[config.mk]
export PLATFORM = sky130hd
export DESIGN_NAME = word_source
export DESIGN_NICKNAME = d
export VERILOG_FILES = /design/src/logic/mem_pkg.sv /design/src/logic/word_source.sv
export SDC_FILE = /design/constraint.sdc
export NUM_CORES = 1
export LEC_CHECK = 0
export BUFFER_PORTS_ARGS = -buffer_cell sky130_fd_sc_hd__buf_4
export CAP_MARGIN = 20
export CORE_UTILIZATION = 25
export CTS_CLUSTER_DIAMETER = 80
export CTS_CLUSTER_SIZE = 40
export DETAILED_ROUTE_END_ITERATION = 16
export HOLD_SLACK_MARGIN = 0.1
export PLACE_DENSITY = 0.51
export SLEW_MARGIN = 10
export SYNTH_ARGS = -nofsm -noshare
export SYNTH_HDL_FRONTEND = slang
export SYNTH_SLANG_ARGS = --single-unit
[constraint.sdc]
create_clock -name okClk -period 3.1 [get_ports okClk]
set_clock_uncertainty 0.05 [all_clocks]
set_input_delay 0.31 -clock okClk [delete_from_list [all_inputs] [get_ports okClk]]
set_output_delay 0.31 -clock okClk [all_outputs]
set_load 0.01 [all_outputs]
[src/logic/mem_pkg.sv]
//----------------------------------------
// Memory datapath definitions for the throughput tester
// Word width, memory and FIFO sizes, burst and block lengths
//----------------------------------------
`default_nettype none

package mem_pkg;

	localparam int WORD_W     = 32;
	localparam int MEM_DEPTH  = 256;
	localparam int MEM_ADDR_W = 8;
	localparam int BURST_LEN  = 16;   // Words per memory burst
	localparam int FIFO_DEPTH = 128;
	localparam int FIFO_CNT_W = 8;    // Holds 0 to FIFO_DEPTH
	localparam int BLOCK_SIZE = 64;   // Words per host block
	localparam int COUNT_W    = 27;

	typedef logic [WORD_W-1:0] word_t;

	// One request per cycle, a read when we is low
	typedef struct packed {
		logic                  we;
		logic [MEM_ADDR_W-1:0] addr;
		word_t                 wdata;
	} mem_req_t;

endpackage

`default_nettype wire

[src/logic/word_source.sv]
//----------------------------------------
// Mock data source, one incrementing word per interval
// Word is held until the burst controller takes it
//----------------------------------------
`timescale 1ns/1ps
`default_nettype none

module word_source
	import mem_pkg::*;
(
	input  wire        okClk,
	input  wire        rst_n,
	input  wire        clr,
	input  wire word_t interval,
	input  wire        src_take,
	output logic       src_valid,
	output word_t      src_word
);

	word_t tmr;

	always_ff @(posedge okClk or negedge rst_n) begin
		if (!rst_n) begin
			tmr       <= '0;
			src_valid <= 1'b0;
			src_word  <= '0;
		end else if (clr) begin
			tmr       <= '0;
			src_valid <= 1'b0;
			src_word  <= '0;
		end else if (src_valid) begin
			if (src_take) begin
				src_valid <= 1'b0;
				src_word  <= src_word + 1'b1;
			end
		end else if (tmr >= interval) begin   // Also copes with a lowered interval
			tmr       <= '0;
			src_valid <= 1'b1;
		end else begin
			tmr <= tmr + 1'b1;
		end
	end

	a_take_valid: assert property (@(posedge okClk) disable iff (!rst_n)
		src_take |-> src_valid);

endmodule

`default_nettype wire

### After elaboration in Yosys (flattened, before gate mapping)

Index checks and enable logic that the tools add are counted.

| word-level totals | value |
|---|---|
| flip-flop bits (word level) | 65 |
| bits of input ports | 36 |
| output and inout bits | 33 |
| logic and storage cells | 20 |

| operators by class | value |
|---|---|
| $add $sub $neg | 2 |
| magnitude comparators | 1 |
| equal/unequal tests | 1 |
| muxes and demuxes | 10 |
| reductions and logical operators | 3 |

Operator list:

| operator | count |
|---|---|
| $mux 32 | 6 |
| $add 32x1->32 const B | 2 |
| $ge 32x32->1 | 1 |
| $mux 1 | 4 |
| $reduce_bool 2->1 | 2 |
| $ne 2x2->1 const B | 1 |
| $reduce_and 2->1 | 1 |

### Logic depth before layout (Yosys ltp)

| depth | value |
|---|---|
| word-level depth | 4 |
| depth in mapped cells | 11 |
| mapped depth without buffers | 9 |

### Least setup slack after synthesis

OpenSTA, ideal clock, no wires.

| timing path | value |
|---|---|
| kind | register to register |
| start point | reg tmr[15] |
| end point | reg tmr[18] |
| library setup time | 126 ps |
| arrival | 2414 ps |
| data required time | 2924 ps |
| setup slack | 510 ps |
| cell stages (with the launch flop) | 10 |
| path buffers | 2 |
| clock period less this slack | 2590 ps |
| cell sequence | dfrtp_1 > ha_1 > nand2_1 > nor4_1 > o21ai_0 > a31oi_1 > nor2_1 > clkbuf_1 > clkbuf_1 > a221o_1 |

| between the ends | value |
|---|---|
| cells in the longest elaborated chain, start to end | 4 |
| elaborated cells on any way between the ends | 5 |
| classes of those cells | 1 x add/sub; 1 x order compare; 3 x mux |

Ends and longest elaborated chain:

| what | line | text |
|---|---|---|
| start, declared | word_source.sv:20 | `word_t tmr;` |
| start signal, assigned | word_source.sv:40 | `tmr <= tmr + 1'b1;` |
| $add 32x1->32 / $ge 32x32->1 (equally long branches) | word_source.sv:40, word_source.sv:36 |  |
| $mux 32 * | word_source.sv:36 | `end else if (tmr >= interval) begin` |
| $mux 32 * | word_source.sv:31 | `end else if (src_valid) begin` |
| $mux 32 * | word_source.sv:27 | `end else if (clr) begin` |

Every way passes the cells marked *; elsewhere a longest branch is shown, timed or not. The select of a mux whose other input is x is not followed.
A chain may end at the register's enable or synchronous reset.

### Final worst setup path

| timing path | value |
|---|---|
| start point | reg tmr[21] |
| end point | reg tmr[26] |

Same word-level chain as after synthesis.

==> impl_metrics.json <==
{
  "fmax_ghz": 0.358,
  "worstPathBufferInverterCount": 1,
  "ys_warn_count": 0,
  "post_synth_main_area_contributors": "dfrtp_1 37%, ha_1 9.7%, nand2_1 5.6%",
  "synthDominantAreaCellType": "dfrtp_1",
  "grt_max_degree": 66,
  "synth_top_family_by_area": "simple AND/OR/NAND/NOR gates",
  "place_hpwl_um": 8210,
  "core_sq_um": 16800,
  "layout.cell_area.non_filler_sq_um": 5550,
  "via_count": 4056,
  "max_slew_margin_pct": 42.7,
  "timing_max_transition_violations_final": 0,
  "rsz_0062_raised_after_global_routing": "no",
  "synth_compound_area_share_pct": 10.5,
  "numnets_final": 670,
  "synth-edff-count": 0,
  "cts_setup_buffers": 0,
  "crit_slowest_cell": "dfrtp_1",
  "seq_cells_post_synth": 65,
  "yosys-mux-area-fraction_pct": 0,
  "chipHeight_um": 134,
  "ctsHtreeMaxLevel": 3,
  "critical_path.max_stage_delay_ps": 480,
  "numCtsBuffers": 9,
  "pin_count": 69,
  "syn-num-nets": 591,
  "drive_above_1_share_pct": 18.7,
  "worst_ep_required_time_ps": 3300,
  "synth_simple_gate_area_share_pct": 32.1,
  "remaining_drc_errors": 0,
  "path_max_fanout": 9,
  "asyncSetResetFlopFracSynth_pct": 100,
  "grtUsageTotal_pct": 13.1,
  "worstSetupStartpointType": "flip-flop",
  "floorplan_die_area_sq_um": 18000,
  "root_buffer": "clkbuf_16",
  "maxUsedRoutingLayer": "met4",
  "antenna_cells_inserted": 0,
  "final-hold-violation-count": 0,
  "vdd_drop_max_mv": 0.230,
  "worst_ep_arrival_time_ps": 3000,
  "tritoncts": "done",
  "detailed_route_wire_length_per_cell_um": 13.8,
  "worstSkewPairLatency_ps": 340,
  "synthesis.area_per_instance_sq_um": 8.39,
  "grt.overflow.total": 0,
  "synth_flop_cell": "dfrtp_1",
  "met2WireLength_um": 5450,
  "max_cap_viol_count": 0,
  "postRouteWirelength_um": 11400,
  "synthesis.instances": 521,
  "holdCritPathClass": "in -> reg",
  "dpl-instance-area_sq_um": 5240,
  "crit_chain": "ha_1, a21oi_1, o21ai_0, a221oi_1, o21ai_1, nor2_2, buf_4, or4b_1, a31oi_1",
  "routability_cong": 0.795,
  "pre_cts_slack_ps": 317,
  "port_buffers": 68,
  "drt.antenna.violating_nets": 0,
  "timing.setup.tns_ps": 0,
  "drt-pass1-iter-count": 4,
  "critPathTopFamily": "compound AO/OA/AOI/OAI gates",
  "synthAdderAreaFrac_pct": 9.73,
  "antenna_found_initial": 0,
  "setup_ws_ps": 303,
  "drt_first_iter_violations": 212,
  "wire_length_the_detailed_router_placed_on_met1_um": 5470,
  "power_density_nw_per_um2": 364,
  "outcome": "completed",
  "grt_pass1_vias": 3826,
  "post-synth-top-area-fraction_pct": 37.2,
  "placement_rows": 47,
  "final_period_minus_worst_setup_slack_ps": 2800,
  "die-width_um": 134,
  "syn_to_final_growth_pct": 27.0,
  "synth_cell_type_count": 47,
  "synth_xor_xnor_area_share_pct": 5.61,
  "max-clock-path-buffers": 2,
  "avgViaCountPerCell": 4.92,
  "syn-cell-area_sq_um": 4370,
  "criticalPathCategory": "reg -> reg",
  "finalSetupViolations": 0,
  "cts.clk_slew.worst_paths_ps": 60,
  "worst-slew-pin-transition_ps": 860,
  "route.met3.wl_um": 293,
  "timing.critical_path.to_type": "flip-flop",
  "final_min_period_over_clock_period_pct": 90.2,
  "seq_area_frac_synth_pct": 37.2,
  "numClockSinks": 65,
  "nFillCells": 1776,
  "wire_length_of_the_first_global_routing_pass_um": 18900,
  "total_leakage_power_nw": 2.60,
  "start_util_pct": 26.0
}
[through the flow]
stage               power (mW)  utilization, %  hold WS (ps)  cells
finish                    2.02            33.0           239    825
floorplan                0.924               -         -35.6    521
global placement         0.988            31.1           431    808
detailed placement       0.992            31.1           444    808
CTS                       2.05            33.0           238    825
global route              2.10            33.0           248    825
[synthesized netlist by cell type, types with 3 or more instances]
cell and n:
xor2_1 23, nand2_1 65, and2_1 7, or4b_1 4, nor4_1 10, ha_1 34, dfrtp_1 65, a211oi_1 3
nor3b_1 6, nor2_1 45, and3_1 19, nand3_1 45, xnor2_1 5, nand4b_1 5, and4_1 6, a21oi_1 24
nor2b_1 7, o21ai_0 19, clkbuf_1 20, a31oi_1 16, inv_1 34, nand4_1 10, nor3_1 8, nand3b_1 7
or3_1 4, o31ai_1 4
[routing by layer]
layer / vias to the layer above / track usage [%]
met5: - / 0
met4: 0 / 5.43
met3: 13 / 1.47
met2: 67 / 21.4
met1: 1952 / 17.7
li1: 2024 / -
[placed cells by master (no fill, tap or decap), drive strengths merged, types with 2 or more instances in the layout]
cell type	Yosys	final
buf	1	88
nand2	66	66
dfrtp	65	65
nand3	47	47
nor2	45	45
inv	34	34
ha	34	34
a21oi	24	24
xor2	23	23
o21ai	20	20
and3	19	19
a31oi	16	16
nor4	11	11
nand4	10	10
clkbuf	20	10
nor3	8	8
nor2b	7	7
and2	7	7
nand3b	7	7
nor3b	6	6
and4	6	6
xnor2	5	5
nand4b	5	5
or3	5	5
or4b	5	5
o31ai	4	4
a211oi	3	3
clkinv	0	3
nand2b	2	2
a22oi	2	2
nor4b	2	2
a221o	2	2
clkinvlp	0	2
[worst reg2reg max path, delay by kind of cell (launching register included)]
kind	cells	cell delay [ps]
simple gates	2	760
fa+ha+maj	1	340
buf+inv	1	210
compound gates	5	870
flops	1	480
[cell type report]
cell class	count	area, sq um	share of cell area [%]
multi-input cells	401	2530	45.6
inverters	34	128	2.30
repair buffers	89	683	12.3
well taps	220	275	4.96
flip-flops and latches	65	1630	29.3
clock inverters	6	67.6	1.22
clock buffers	10	239	4.30
[where the power goes]
part           internal, mW  leakage (nW)  total [mW]  switching (mW)
registers             0.852         0.906       0.856         0.00443
clock network         0.645         0.145        1.05           0.402
logic                0.0518          1.55       0.117          0.0654
total                  1.55          2.60        2.02           0.472
[path summary, 6_finish.rpt]
kind | from | endpoint | slack, ps | depth (start not counted)
min in group asynchronous | rst_n | src_word[26] | 570 | 2
worst min-delay path | clr | tmr[7] | 240 | 2
worst min register to register | tmr[25] | tmr[25] | 490 | 1
worst max register to register | tmr[21] | tmr[26] | 300 | 9
worst max-delay path | tmr[21] | tmr[26] | 300 | 9
max in group asynchronous | rst_n | tmr[5] | 1860 | 2
[flip-flops by register name, indices dropped and copies added (netlist names)]
signal and flops:
src_valid 1, tmr 32, src_word 32
[what timing repair did]
action                                 4_1_cts  5_1_grt
resized for setup                            0        0
hold buffers                                 1        0
endpoints found under the hold margin       65        0
[kinds of logic (layout without fill, tap and decap cells)]
family | after synthesis | in the layout
fa+ha+maj | 34 | 34
xor+xnor | 28 | 28
compound gates | 77 | 77
buf+inv | 55 | 139
flops | 65 | 65
simple gates | 262 | 262
Note: power is estimated with default switching activity, not from simulation.
