**src/logic/mem_pkg.sv**
```systemverilog
//----------------------------------------
// Memory datapath definitions for the throughput tester
// Word width, memory and FIFO sizes, burst and block lengths
//----------------------------------------
`default_nettype none

package mem_pkg;

	localparam int WORD_W     = 32;
	localparam int MEM_DEPTH  = 256;
	localparam int MEM_ADDR_W = 8;
	localparam int BURST_LEN  = 16;   // Words per memory burst
	localparam int FIFO_DEPTH = 128;
	localparam int FIFO_CNT_W = 8;    // Holds 0 to FIFO_DEPTH
	localparam int BLOCK_SIZE = 64;   // Words per host block
	localparam int COUNT_W    = 27;

	typedef logic [WORD_W-1:0] word_t;

	// One request per cycle, a read when we is low
	typedef struct packed {
		logic                  we;
		logic [MEM_ADDR_W-1:0] addr;
		word_t                 wdata;
	} mem_req_t;

endpackage

`default_nettype wire

```
**src/logic/host_pkg.sv**
```systemverilog
//----------------------------------------
// Host side definitions: APB register map,
// control and status words, APB request bundle
//----------------------------------------
`default_nettype none

package host_pkg;
	import mem_pkg::*;

	localparam int APB_ADDR_W = 8;

	//----------------------------------------
	// Register map
	//----------------------------------------
	localparam logic [APB_ADDR_W-1:0] REG_CTRL     = 8'h00;
	localparam logic [APB_ADDR_W-1:0] REG_INTERVAL = 8'h04;
	localparam logic [APB_ADDR_W-1:0] REG_COUNT    = 8'h08;
	localparam logic [APB_ADDR_W-1:0] REG_STATUS   = 8'h0C;
	localparam logic [APB_ADDR_W-1:0] REG_DATA     = 8'h10;

	// reads_en lands in bit 0
	typedef struct packed {
		logic soft_rst;
		logic writes_en;
		logic reads_en;
	} ctrl_t;

	typedef struct packed {
		logic fifo_full;
		logic fifo_empty;
		logic block_ready;
		logic busy;
		logic writing;   // Bit 0
	} status_t;

	typedef struct packed {
		logic                  psel;
		logic                  penable;
		logic                  pwrite;
		logic [APB_ADDR_W-1:0] paddr;
		word_t                 pwdata;
	} apb_req_t;

endpackage

`default_nettype wire

```
**src/logic/host_regs.sv**
```systemverilog
//----------------------------------------
// APB register block, zero wait states
// Holds CTRL and INTERVAL, pops the FIFO on DATA reads
//----------------------------------------
`timescale 1ns/1ps
`default_nettype none

module host_regs
	import mem_pkg::*;
	import host_pkg::*;
(
	input  wire                okClk,
	input  wire                rst_n,
	input  wire apb_req_t      apb,
	output word_t              prdata,
	output logic               pready,
	output logic               pslverr,
	output ctrl_t              ctrl,
	output word_t              interval,
	input  wire [COUNT_W-1:0]  mem_count,
	input  wire word_t         fifo_rdata,
	input  wire                fifo_empty,
	input  wire                fifo_full,
	input  wire                block_ready,
	input  wire                busy,
	input  wire                writing,
	output logic               fifo_pop
);

	logic    access;
	logic    addr_ok;
	logic    data_rd;
	logic    wr_en;
	status_t status_w;

	assign access   = apb.psel & apb.penable;
	assign data_rd  = access & ~apb.pwrite & (apb.paddr == REG_DATA);
	assign wr_en    = access & apb.pwrite & addr_ok;
	assign pready   = 1'b1;   // No wait states
	assign pslverr  = access & (~addr_ok | (data_rd & fifo_empty));
	assign fifo_pop = data_rd & ~fifo_empty;

	assign status_w = '{fifo_full: fifo_full, fifo_empty: fifo_empty,
		block_ready: block_ready, busy: busy, writing: writing};

	always_comb begin
		prdata  = '0;
		addr_ok = 1'b1;
		case (apb.paddr)
			REG_CTRL:     prdata[$bits(ctrl_t)-1:0] = ctrl;
			REG_INTERVAL: prdata = interval;
			REG_COUNT:    prdata[COUNT_W-1:0] = mem_count;
			REG_STATUS:   prdata[$bits(status_t)-1:0] = status_w;
			REG_DATA:     prdata = fifo_rdata;   // FIFO head
			default:      addr_ok = 1'b0;
		endcase
	end

	always_ff @(posedge okClk or negedge rst_n) begin
		if (!rst_n) begin
			ctrl     <= '0;
			interval <= '0;
		end else begin
			ctrl.soft_rst <= 1'b0;   // Single cycle pulse
			if (wr_en && apb.paddr == REG_CTRL)
				ctrl <= ctrl_t'(apb.pwdata[$bits(ctrl_t)-1:0]);
			if (wr_en && apb.paddr == REG_INTERVAL)
				interval <= apb.pwdata;
		end
	end

endmodule

`default_nettype wire

```
**config.mk**
```make
export PLATFORM = sky130hd
export DESIGN_NAME = host_regs
export DESIGN_NICKNAME = d
export VERILOG_FILES = /design/src/logic/mem_pkg.sv /design/src/logic/host_pkg.sv /design/src/logic/host_regs.sv
export SDC_FILE = /design/constraint.sdc
export NUM_CORES = 1
export LEC_CHECK = 0
export BUFFER_PORTS_ARGS = -buffer_cell sky130_fd_sc_hd__buf_2
export CAP_MARGIN = 20
export CORE_MARGIN = 2
export CORE_UTILIZATION = 40
export DETAILED_ROUTE_END_ITERATION = 12
export PLACE_DENSITY = 0.87
export SLEW_MARGIN = 25
export SYNTH_ARGS = -nofsm -noshare
export SYNTH_HDL_FRONTEND = slang
export SYNTH_SLANG_ARGS = --single-unit
```
**constraint.sdc**
```tcl
create_clock -name okClk -period 2.5 [get_ports okClk]
set_clock_uncertainty 0.1 [all_clocks]
set_input_delay 0.375 -clock okClk [delete_from_list [all_inputs] [get_ports okClk]]
set_output_delay 0.375 -clock okClk [all_outputs]
set_load 0.01 [all_outputs]
```
# After elaboration in Yosys (flattened, before gate mapping)
# Cells that the tools add are included.
[word_totals]
reg_bits = 35
in_bits = 109
output_inout_bits = 70
word_cells = 30
[op_classes]
eq_ne = 4
n_mux = 6
bitwise_logic = 12
n_reduce_logical = 4
[ops]
columns = ["op", "count"]
rows = [
  ["$pmux W22 S3", 1],
  ["$eq A8 B4 Y1 const B", 2],
  ["$pmux W3 S5", 1],
  ["$pmux W5 S2", 1],
  ["$and A1 B1 Y1", 8],
  ["$eq A8 B3 Y1 const B", 1],
  ["$eq A8 B5 Y1 const B", 1],
  ["$logic_not A8 Y1", 1],
  ["$pmux W2 S4", 1],
  ["$reduce_or A5 Y1", 1],
  ["$mux W3", 1],
  ["$not A1 Y1", 3],
  ["$logic_and A1 B1 Y1", 2],
  ["$mux W1", 1],
  ["$or A1 B1 Y1", 1],
]

# Logic depth before layout (Yosys ltp)
# Gate-level depths: netlist of the first run.
[depth]
ltp_word = 6
mapped_depth = 6
mapped_depth_nobuf = 3

# Worst setup path before layout of the first run
# No wires, ideal clock.
[synth_path]
path_kind = "input to output"
start = "input apb[33] (netlist bit)"
end = "output prdata[0]"
arrival_ps = 1644
required_ps = 2025
path_slack_ps = 381
path_stages = 4
path_buffers = 1
path_cell_list = "or4_1 > buf_2 > or2_2 > o221ai_1"
[synth_via]
elab_chain_cells = 2
elab_cells_between_ends = 6
classes_between = "eq/ne (4); mux (1); reduce/logical (1)"
[synth_rtl]
columns = ["item", "line", "source"]
rows = [
  ["start, declared", "host_regs.sv:14", "input wire apb_req_t apb,"],
  ["$eq A8 B5 Y1 (tied with other cells)", "host_regs.sv:49", "case (apb.paddr)"],
  ["$pmux W3 S5 (*)", "host_regs.sv:49", ""],
  ["end, declared", "host_regs.sv:15", "output word_t prdata,"],
]
# Mark *: on every way between the ends. The rest lies on a longest branch, timed or not.

# Final worst setup path of the first run
[layout_path]
start = "input apb[33] (netlist bit)"
end = "output prdata[26]"
[layout_via]
elab_chain_cells = 2
elab_cells_between_ends = 4
classes_between = "eq/ne (3); mux (1)"
[layout_rtl]
columns = ["item", "line"]
rows = [
  ["$eq A8 B5 Y1 (tied with other cells)", "host_regs.sv:49"],
  ["$pmux W22 S3 (*)", "host_regs.sv:49"],
]
# Marked as above.

==> reports/metrics.cfg, run 1 <==
[job]
max_cap_violations=0

[clocking]
cts_setup_buffers=0
htreeDepth=2
cts_tree=done
cts_made_buffers=5
ctsLongestPathBuffers=2
cts_root_buffer=clkbuf_8
clkLatencyLatePin_ns=0.27
clk_pin_slew_ns=0.08
cts.sinks=35

[yosys]
async_reset_ff_frac=1.000
syn_area_per_cell_um2=10.52
synth_cells=212
synth_top_family_by_area=multiplexers
ys_seq_area_frac=0.3928
synth-seq-cells=35
synth_edf_count=0
muxShareOfSynthArea=0.2054
yosys.area_share.xor_xnor=0
synth_compound_area_frac=0.1481
synth_fp_nets=321
synth.cell_area_um2=2230
synthFlopType=dfrtp_1
yosys.area_share.simple=0.1684
synth_cell_types=36
synthAdderAreaFrac=0
yosys_warnings=0

[worst_hold_path]
hp-class=in -> async

[place]
io_buffers=177
place.gp.congestion=0.8311
placed_cell_area_um2=3192
dp_hpwl_um=5541
pre_cts_ws_ns=0.09463

[floorplan]
start_util=0.4099
row_count=27
die_area_um2=6187
io_pins=179
core_area_um2=5439
die_width_um=78.66
die_height_um=78.66

[run_status]
status=complete, no violations

[route]
drt_iter0_drc=60
ant_nets=0
viasPerCell=5.230
drt-pass1-iter-count=4
drc_errors=0
drt-total-wl_um=7036
wl_per_cell_um=15.30
vias=2406

[global_routing]
grt_max_degree=36
track_usage=0.2251
antenna_found_initial=0
overflow=0
first_global_vias=2397
grt_first_pass_wirelength_um=10980

[finish]
regArea_um2=875.8
antennaDiodeCount=0
post-route-cell-area_um2=3319
multi_input_area_um2=1177
layout-drive-gt1-share=0.6263
fillers=470
fin_nets=496
area_growth_pct=48.88
final_util=0.6103

[sta]
fmax_mhz=432.0
timing.final.crit_share=0.9260
worst_pin_slew_ns=0.7830
finalHoldViolations=0
slew_headroom=0.4780
fin_tns_setup_ns=0
slew_violations=0
final-setup-viol-count=0
rsz0062_at_grt=no
min_period_ns=2.315
setup_ws_ns=0.1850

[setup_path]
r2r_end=interval[5]$_DFFE_PN0P_
start_kind=input port
crit_fanout=14
rr_worst_depth=1
critPathSlowestCell=or4_4
path_common_cell=buf_2
slowest_delay_ns=0.58
cp_num_buf_inv=3
path_class=in -> out
worstSetupEndpointType=primary output
crit_chain=buf_2 > or4_4 > buf_4 > nor4_1 > a221o_1 > buf_2
r2r_slack_ns=1.60
cp.arrival_ns=1.84
r2r_start=interval[5]$_DFFE_PN0P_
path_delay_family=simple AND/OR/NAND/NOR gates
worstPathRequired_ns=2.03

[power]
ir_drop_mv=0.2817
power_density_nw_per_um2=390.2
p_leak_nw=1.957
power_mw=1.295

## area by class of cell
| class | instances | area share |
|---|---|---|
| timing repair buffer | 189 | 0.2940 |
| clock inverter | 2 | 0.01055 |
| clock buffer | 6 | 0.02488 |
| tap | 72 | 0.02714 |
| sequential | 35 | 0.2639 |
| inverter | 22 | 0.02488 |
| multi-input combinational | 134 | 0.3547 |
## worst max-delay path by stage
stage,from,endpoint,cells after the start
after detailed placement,apb[33],prdata[13],6
after floorplan,apb[33],prdata[0],4
after CTS,apb[33],prdata[13],6
after global placement,apb[33],prdata[26],6
final,apb[33],prdata[26],6
after global routing,apb[33],prdata[15],6
## where the power goes
part	switching (mW)	internal, mW
clock	0.202	0.323
sequential	0.00633	0.574
combinational	0.0930	0.0968
total	0.302	0.994
## Yosys cell counts (2+ instances only)
cell / instances / share of area
mux2_2: 38 / 0.19
a21oi_1: 3 / 0.0067
nand3b_1: 2 / 0.0067
nor4_1: 22 / 0.062
buf_2: 17 / 0.038
a22oi_1: 2 / 0.0067
nor2b_1: 4 / 0.011
clkbuf_1: 3 / 0.0051
a31oi_1: 2 / 0.0056
mux2i_1: 3 / 0.013
a221o_1: 22 / 0.099
or3_1: 3 / 0.0084
inv_1: 22 / 0.037
a22o_1: 5 / 0.020
nor2_1: 2 / 0.0034
nand2_1: 6 / 0.010
and3_1: 3 / 0.0084
dfrtp_1: 35 / 0.39
## layout by cell type (no fill, tap or decap), types with 2 or more instances in the layout
cell type	netlist	routed
buf_4	1	12
or3_1	3	3
buf_2	17	177
inv_1	22	22
dfrtp_1	35	35
nor2b_1	4	4
clkbuf_8	0	6
nand3b_1	2	2
nor4_1	22	21
mux2i_1	3	3
a22oi_1	2	2
nand2_1	6	6
a22o_1	5	5
mux2_2	38	38
nor2_1	2	2
a21oi_1	3	3
a31oi_1	2	2
a221o_1	22	22
and3_1	3	3
## state kept, by name, indices dropped and copies added, names as in the netlist
| name | flops |
|---|---|
| ctrl | 3 |
| interval | 32 |
## layer usage
layer | global-route usage | wire, um | vias up
met2 | 0.4017 | 3524 | 110
met1 | 0.2715 | 2870 | 1135
met4 | 0.05614 | 91 | 0
met3 | 0.05402 | 550 | 9
li1 | - | - | 1152
met5 | 0 | 0 | -
## what timing repair did
action | CTS | global route
setup endpoints to repair | 0 | 3
hold buffers | 0 | 0
endpoints found under the hold margin | 0 | 0
gates resized for setup | 0 | 2
## cells by family (layout without fill, tap and decap cells)
| kind of cell | Yosys count | in the layout |
|---|---|---|
| other | 1 | 1 |
| buffers and inverters | 43 | 219 |
| and+or+nand+nor | 55 | 55 |
| AOI/OAI and AO/OA | 37 | 37 |
| DFF | 35 | 35 |
| muxes | 41 | 41 |
## per-stage QoR
stage	cells	hold slack, ns
3_3_place_gp	452	0.3873
5_1_grt	460	0.1297
6_report	460	0.07626
4_1_cts	460	0.1040
2_1_floorplan	212	-0.02059
3_5_place_dp	452	0.4079
Note: power is estimated with default switching activity, not from simulation.
==> inputs of run 2 (changes only) <==
==> constraint.sdc (replaced) <==
create_clock -name okClk -period 2.5 [get_ports okClk]
set_clock_uncertainty 0.1 [all_clocks]
set_input_delay 0.375 -clock okClk [delete_from_list [all_inputs] [get_ports okClk]]
set_output_delay 0.375 -clock okClk [all_outputs]
set_load 0.005 [all_outputs]
==> run 2 against run 1 <==
Net effect:
- count of clock-buffer cells in the layout increased by 2
- hold slack worse by 0.0048 ns
- first-iteration DRC count grew to 2.5 times the previous value
- routed wire length is 0.57% higher
- critical path depth unchanged
- combinational power is 4% lower
==> reports/metrics.cfg, run 2 (synthesis results as in run 1) <==
[clocking]
ctsLongestPathBuffers=2  ; unchanged
clkLatencyLatePin_ns=0.28  ; about the same
clk_pin_slew_ns=0.07  ; about the same
hold_buffers=0  ; unchanged
cts_made_buffers=5  ; unchanged
post_cts_resized=0  ; unchanged
cts_setup_buffers=0  ; unchanged
cts.sinks=35  ; unchanged
cts_root_buffer=clkbuf_8
cts_tree=done
htreeDepth=2  ; unchanged

[finish]
area_growth_pct=47.64
mostFrequentLayoutCells=177 x buf_2, 38 x mux2_2, 35 x dfrtp_1
largest-register=interval
fin_nets=496  ; unchanged
layout_commonest_cell=buf_2
largest_reg_flops=32  ; unchanged
fillers=485  ; +3.2%
antennaDiodeCount=0  ; unchanged
reg_top3=interval (32), ctrl (3)
layout-drive-gt1-share=0.6186  ; -0.007732

[worst_hold_path]
hp-class=in -> async

[global_routing]
overflow=0  ; unchanged
track_usage=0.2284  ; +0.003338
grt_first_pass_wirelength_um=11200  ; +2.0%
grt_max_degree=36  ; unchanged
antenna_found_initial=0  ; unchanged
first_global_vias=2437  ; +1.7%

[setup_path]
r2r_start=interval[5]$_DFFE_PN0P_
cp.arrival_ns=1.91  ; +0.07 ns
worstPathRequired_ns=2.03  ; about the same
rr_worst_depth=1  ; unchanged
crit_chain=buf_2 > or4_1 > buf_4 > nor4_1 > a221o_1 > buf_2
critPathSlowestCell=or4_1
slowest_delay_ns=0.64  ; +0.06 ns
worstSetupEndpointType=primary output
path_depth=6  ; unchanged
cp_num_buf_inv=3  ; unchanged
path_delay_family=simple AND/OR/NAND/NOR gates
path_common_cell=buf_2
crit_fanout=14  ; unchanged
path_class=in -> out
critical_path.startpoint=apb[33]
start_kind=input port

[sta]
slew_headroom=0.4795  ; +0.001481
slew_violations=0  ; unchanged
final-setup-viol-count=0  ; unchanged
finalHoldViolations=0  ; unchanged
rsz0062_at_grt=no
fin_tns_setup_ns=0  ; unchanged
min_period_ns=2.387  ; +0.07178 ns
hold-worst-slack_ns=0.07147  ; -0.004794 ns
fmax_mhz=419.0  ; -3.0%
worst_pin_slew_ns=0.7808  ; -0.002222 ns
timing.final.crit_share=0.9547  ; +0.02871

[route]
viasPerCell=5.322  ; +1.7%
drc_errors=0  ; unchanged
ant_nets=0  ; unchanged
drt-pass1-iter-count=5  ; +1
drt-total-wl_um=7076  ; +0.57%
drt_iter0_drc=150  ; +150%
vias=2448  ; +1.7%
wl_per_cell_um=15.38  ; +0.57%

[power]
ir_drop_mv=0.2539  ; -9.9%
seq_power_share=0.481  ; +0.033
power_mw=1.208  ; -6.8%
clkPwrFrac=0.367  ; -0.038
pwr-share-comb=0.152  ; +0.005
switching_share=0.2366  ; +0.003676
p_leak_nw=1.945  ; -0.58%
switchingPower_mw=0.2857  ; -5.3%
power_density_nw_per_um2=366.8  ; -6.0%
p_int_mw=0.9219  ; -7.2%

[job]
max_cap_violations=0  ; unchanged

[floorplan]
start_util=0.4099  ; unchanged
row_count=27  ; unchanged
die_area_um2=6187  ; unchanged
die_height_um=78.66  ; unchanged
io_pins=179  ; unchanged
die_width_um=78.66  ; unchanged
core_area_um2=5439  ; unchanged

[place]
dp_hpwl_um=5564  ; +0.42%
io_buffers=177  ; unchanged
place.gp.congestion=0.8311  ; unchanged

[run_status]
status=complete, no violations

[run 2: per-layer routing]
metal / up-vias / routed length (um) / part of all wire / track usage
met5: - / 0 / 0 / 0
met4: 0 / 71 / 0.010 / 0.06140
met3: 6 / 551 / 0.078 / 0.05287
met2: 122 / 3633 / 0.51 / 0.4103
met1: 1164 / 2819 / 0.40 / 0.2725
li1: 1156 / - / - / -
[run 2: cell type report]
class                           instances  area (um2)  area share
Inverter                               22       82.58     0.02509
Sequential cell                        35       875.8      0.2661
Timing Repair Buffer                  189       975.9      0.2965
Tap cell                               72       90.09     0.02737
Clock buffer                            8       100.1     0.03041
Multi-Input combinational cell        134        1167      0.3546
[run 2: stage by stage]
stage	std cells	area (um2)	worst slack, ns	utilization
after floorplan	212	2230	0.4505	-
after global routing	460	3292	0.02009	0.6052
after global placement	452	3192	0.1224	0.5868
after detailed placement	452	3192	0.1244	0.5868
final	460	3292	0.1132	0.6052
after CTS	460	3292	0.1117	0.6052
[run 2: worst paths after layout]
check,endpoint,slack [ns]
worst max register to register,interval[5]$_DFFE_PN0P_,1.60
min in group okClk,interval[23]$_DFFE_PN0P_,0.23
max in group asynchronous,interval[7]$_DFFE_PN0P_,1.72
worst min-delay path,interval[18]$_DFFE_PN0P_,0.07
worst max-delay path,prdata[13],0.11
worst min register to register,interval[6]$_DFFE_PN0P_,0.43
[run 2: power groups by stage]
stage / combinational, mW / clock [mW] / sequential (mW)
detailed placement: 0.184 / 0 / 0.591
global route: 0.204 / 0.492 / 0.581
CTS: 0.185 / 0.462 / 0.580
finish: 0.183 / 0.444 / 0.581
floorplan: 0.0628 / 0 / 0.591
global placement: 0.180 / 0 / 0.591
==> inputs of run 3 (changes only) <==
--- a/config.mk
+++ b/config.mk
@@ -8,9 +8,10 @@
 export BUFFER_PORTS_ARGS = -buffer_cell sky130_fd_sc_hd__buf_2
 export CAP_MARGIN = 20
 export CORE_MARGIN = 2
-export CORE_UTILIZATION = 40
+export CORE_UTILIZATION = 41
+export CTS_BUF_LIST = sky130_fd_sc_hd__clkbuf_4 sky130_fd_sc_hd__clkbuf_8
 export DETAILED_ROUTE_END_ITERATION = 12
-export PLACE_DENSITY = 0.87
+export PLACE_DENSITY = 0.89
 export SLEW_MARGIN = 25
 export SYNTH_ARGS = -nofsm -noshare
 export SYNTH_HDL_FRONTEND = slang
==> run 3 against run 2 <==
Net effect:
- first-iteration DRC count shrank 40%
- global-route usage grew 0.94 points
- sequential share of layout area grew 0.091 points
- largest power group unchanged
==> reports/metrics.cfg, run 3 (synthesis results as in run 1) <==
[run_status]
status=complete, no violations

[global_routing]
grtUsageMet1=0.2762  ; +0.003708
first_global_vias=2402  ; -1.4%
grt_max_degree=36  ; unchanged
grtUsageMet3=0.05233  ; -0.0005480
antenna_found_initial=0  ; unchanged
track_usage=0.2378  ; +0.009383
use_met2=0.4336  ; +0.02336
top_usage_layer=met2
grt_first_pass_wirelength_um=11400  ; +1.8%
overflow=0  ; unchanged

[worst_hold_path]
hp-class=in -> async

[clocking]
cts_made_buffers=5  ; unchanged
clkLatencyLatePin_ns=0.28  ; about the same
ctsLongestPathBuffers=2  ; unchanged
clk_pin_slew_ns=0.07  ; about the same
post_cts_resized=0  ; unchanged
cts.sinks=35  ; unchanged
hold_buffers=0  ; unchanged
cts_tree=done
cts_root_buffer=clkbuf_8
htreeDepth=2  ; unchanged
cts_setup_buffers=0  ; unchanged

[floorplan]
start_util=0.4311  ; +0.02112
die_height_um=77.75  ; -1.2%
die_area_um2=6044  ; -2.3%
io_pins=179  ; unchanged
row_count=26  ; -3.7%
die_width_um=77.75  ; -1.2%
core_area_um2=5172  ; -4.9%

[sta]
final-setup-viol-count=0  ; unchanged
min_period_ns=2.322  ; -0.06503 ns
setup_ws_ns=0.1783  ; +0.06503 ns
fin_tns_setup_ns=0  ; unchanged
fmax_mhz=430.7  ; +2.8%
worst_pin_slew_ns=0.7918  ; +0.01100 ns
slew_violations=0  ; unchanged
finalHoldViolations=0  ; unchanged
slew_headroom=0.4722  ; -0.007332
rsz0062_at_grt=no
timing.final.crit_share=0.9287  ; -0.02601

[setup_path]
worstSetupEndpointType=primary output
cp_num_buf_inv=3  ; unchanged
path_delay_family=simple AND/OR/NAND/NOR gates
slowest_delay_ns=0.58  ; -0.06 ns
crit_chain=buf_2 > or4_4 > buf_4 > nor4_1 > a221o_1 > buf_2
start_kind=input port
critPathSlowestCell=or4_4
crit_fanout=20  ; +6
path_common_cell=buf_2
worstPathRequired_ns=2.03  ; about the same
path_class=in -> out
cp.arrival_ns=1.85  ; -0.06 ns

[route]
wl_per_cell_um=15.62  ; +1.5%
drc_errors=0  ; unchanged
vias=2448  ; unchanged
viasPerCell=5.357  ; +0.66%
drt-total-wl_um=7138  ; +0.88%
drt-pass1-iter-count=6  ; +1
drt_iter0_drc=90  ; -40%
ant_nets=0  ; unchanged

[finish]
fin_nets=495  ; -0.20%
fillers=426  ; -12%
post-route-cell-area_um2=3281  ; -0.34%
layout_commonest_cell=buf_2
mostFrequentLayoutCells=177 x buf_2, 38 x mux2_2, 35 x dfrtp_1
antennaDiodeCount=0  ; unchanged
final_util=0.6343  ; +0.02901
largest-register=interval
area_growth_pct=47.14
reg_top3=interval (32), ctrl (3)
layout-drive-gt1-share=0.6253  ; +0.006766
largest_reg_flops=32  ; unchanged

[power]
power_density_nw_per_um2=357.6  ; -2.5%
ir_drop_mv=0.2810  ; +11%
p_leak_nw=1.936  ; -0.49%
power_mw=1.173  ; -2.9%

[place]
placed_cell_area_um2=3182  ; -0.31%
place.gp.congestion=0.8847  ; +6.4%
io_buffers=177  ; unchanged
pre_cts_ws_ns=0.1161  ; -0.008363 ns
dp_hpwl_um=5474  ; -1.6%

[job]
max_cap_violations=0  ; unchanged

## run 3: changes by cell type in the layout (fill, tap and decap cells not counted), sizes merged
cell      change
clkinvlp      +1
buf           -1
clkbuf        -2
clkinv        +1
## run 3: per-stage QoR
stage / hold slack (ns) / instances
2_1_floorplan: -0.02059 / 212
5_1_grt: 0.1161 / 457
3_3_place_gp: 0.3905 / 449
3_5_place_dp: 0.4048 / 449
6_report: 0.06478 / 457
4_1_cts: 0.09145 / 457
## run 3: layout make-up
class | instances | area (um2) | share of cell area
Inverter | 22 | 82.58 | 0.02517
Tap cell | 70 | 87.58 | 0.02670
Sequential cell | 35 | 875.8 | 0.2670
Multi-Input combinational cell | 134 | 1177 | 0.3589
Timing Repair Buffer | 188 | 968.4 | 0.2952
Clock inverter | 2 | 12.51 | 0.003814
Clock buffer | 6 | 76.32 | 0.02326
## run 3: routing by layer
layer | share of wire | vias up | wire (um)
met2 | 0.52 | 126 | 3678
li1 | - | 1155 | -
met3 | 0.089 | 7 | 633
met4 | 0.0091 | 0 | 65
met1 | 0.39 | 1160 | 2760
met5 | 0 | - | 0
## run 3: final timing paths
check	cells after the start	from	slack, ns	to
worst max-delay path	6	apb[33]	0.18	prdata[7]
worst min-delay path	1	rst_n	0.06	interval[1]$_DFFE_PN0P_
worst max register to register	1	interval[8]$_DFFE_PN0P_	1.61	interval[8]$_DFFE_PN0P_
worst min register to register	1	interval[26]$_DFFE_PN0P_	0.43	interval[26]$_DFFE_PN0P_
max in group asynchronous	1	rst_n	1.71	interval[18]$_DFFE_PN0P_
min in group okClk	2	apb[2]	0.22	ctrl[2]$_DFF_PN0_
## run 3: power breakdown
group / total, mW / switching (mW) / internal, mW
Sequential: 0.580 / 0.00615 / 0.574
Clock: 0.407 / 0.201 / 0.205
Combinational: 0.186 / 0.0903 / 0.0959
Total: 1.17 / 0.298 / 0.875
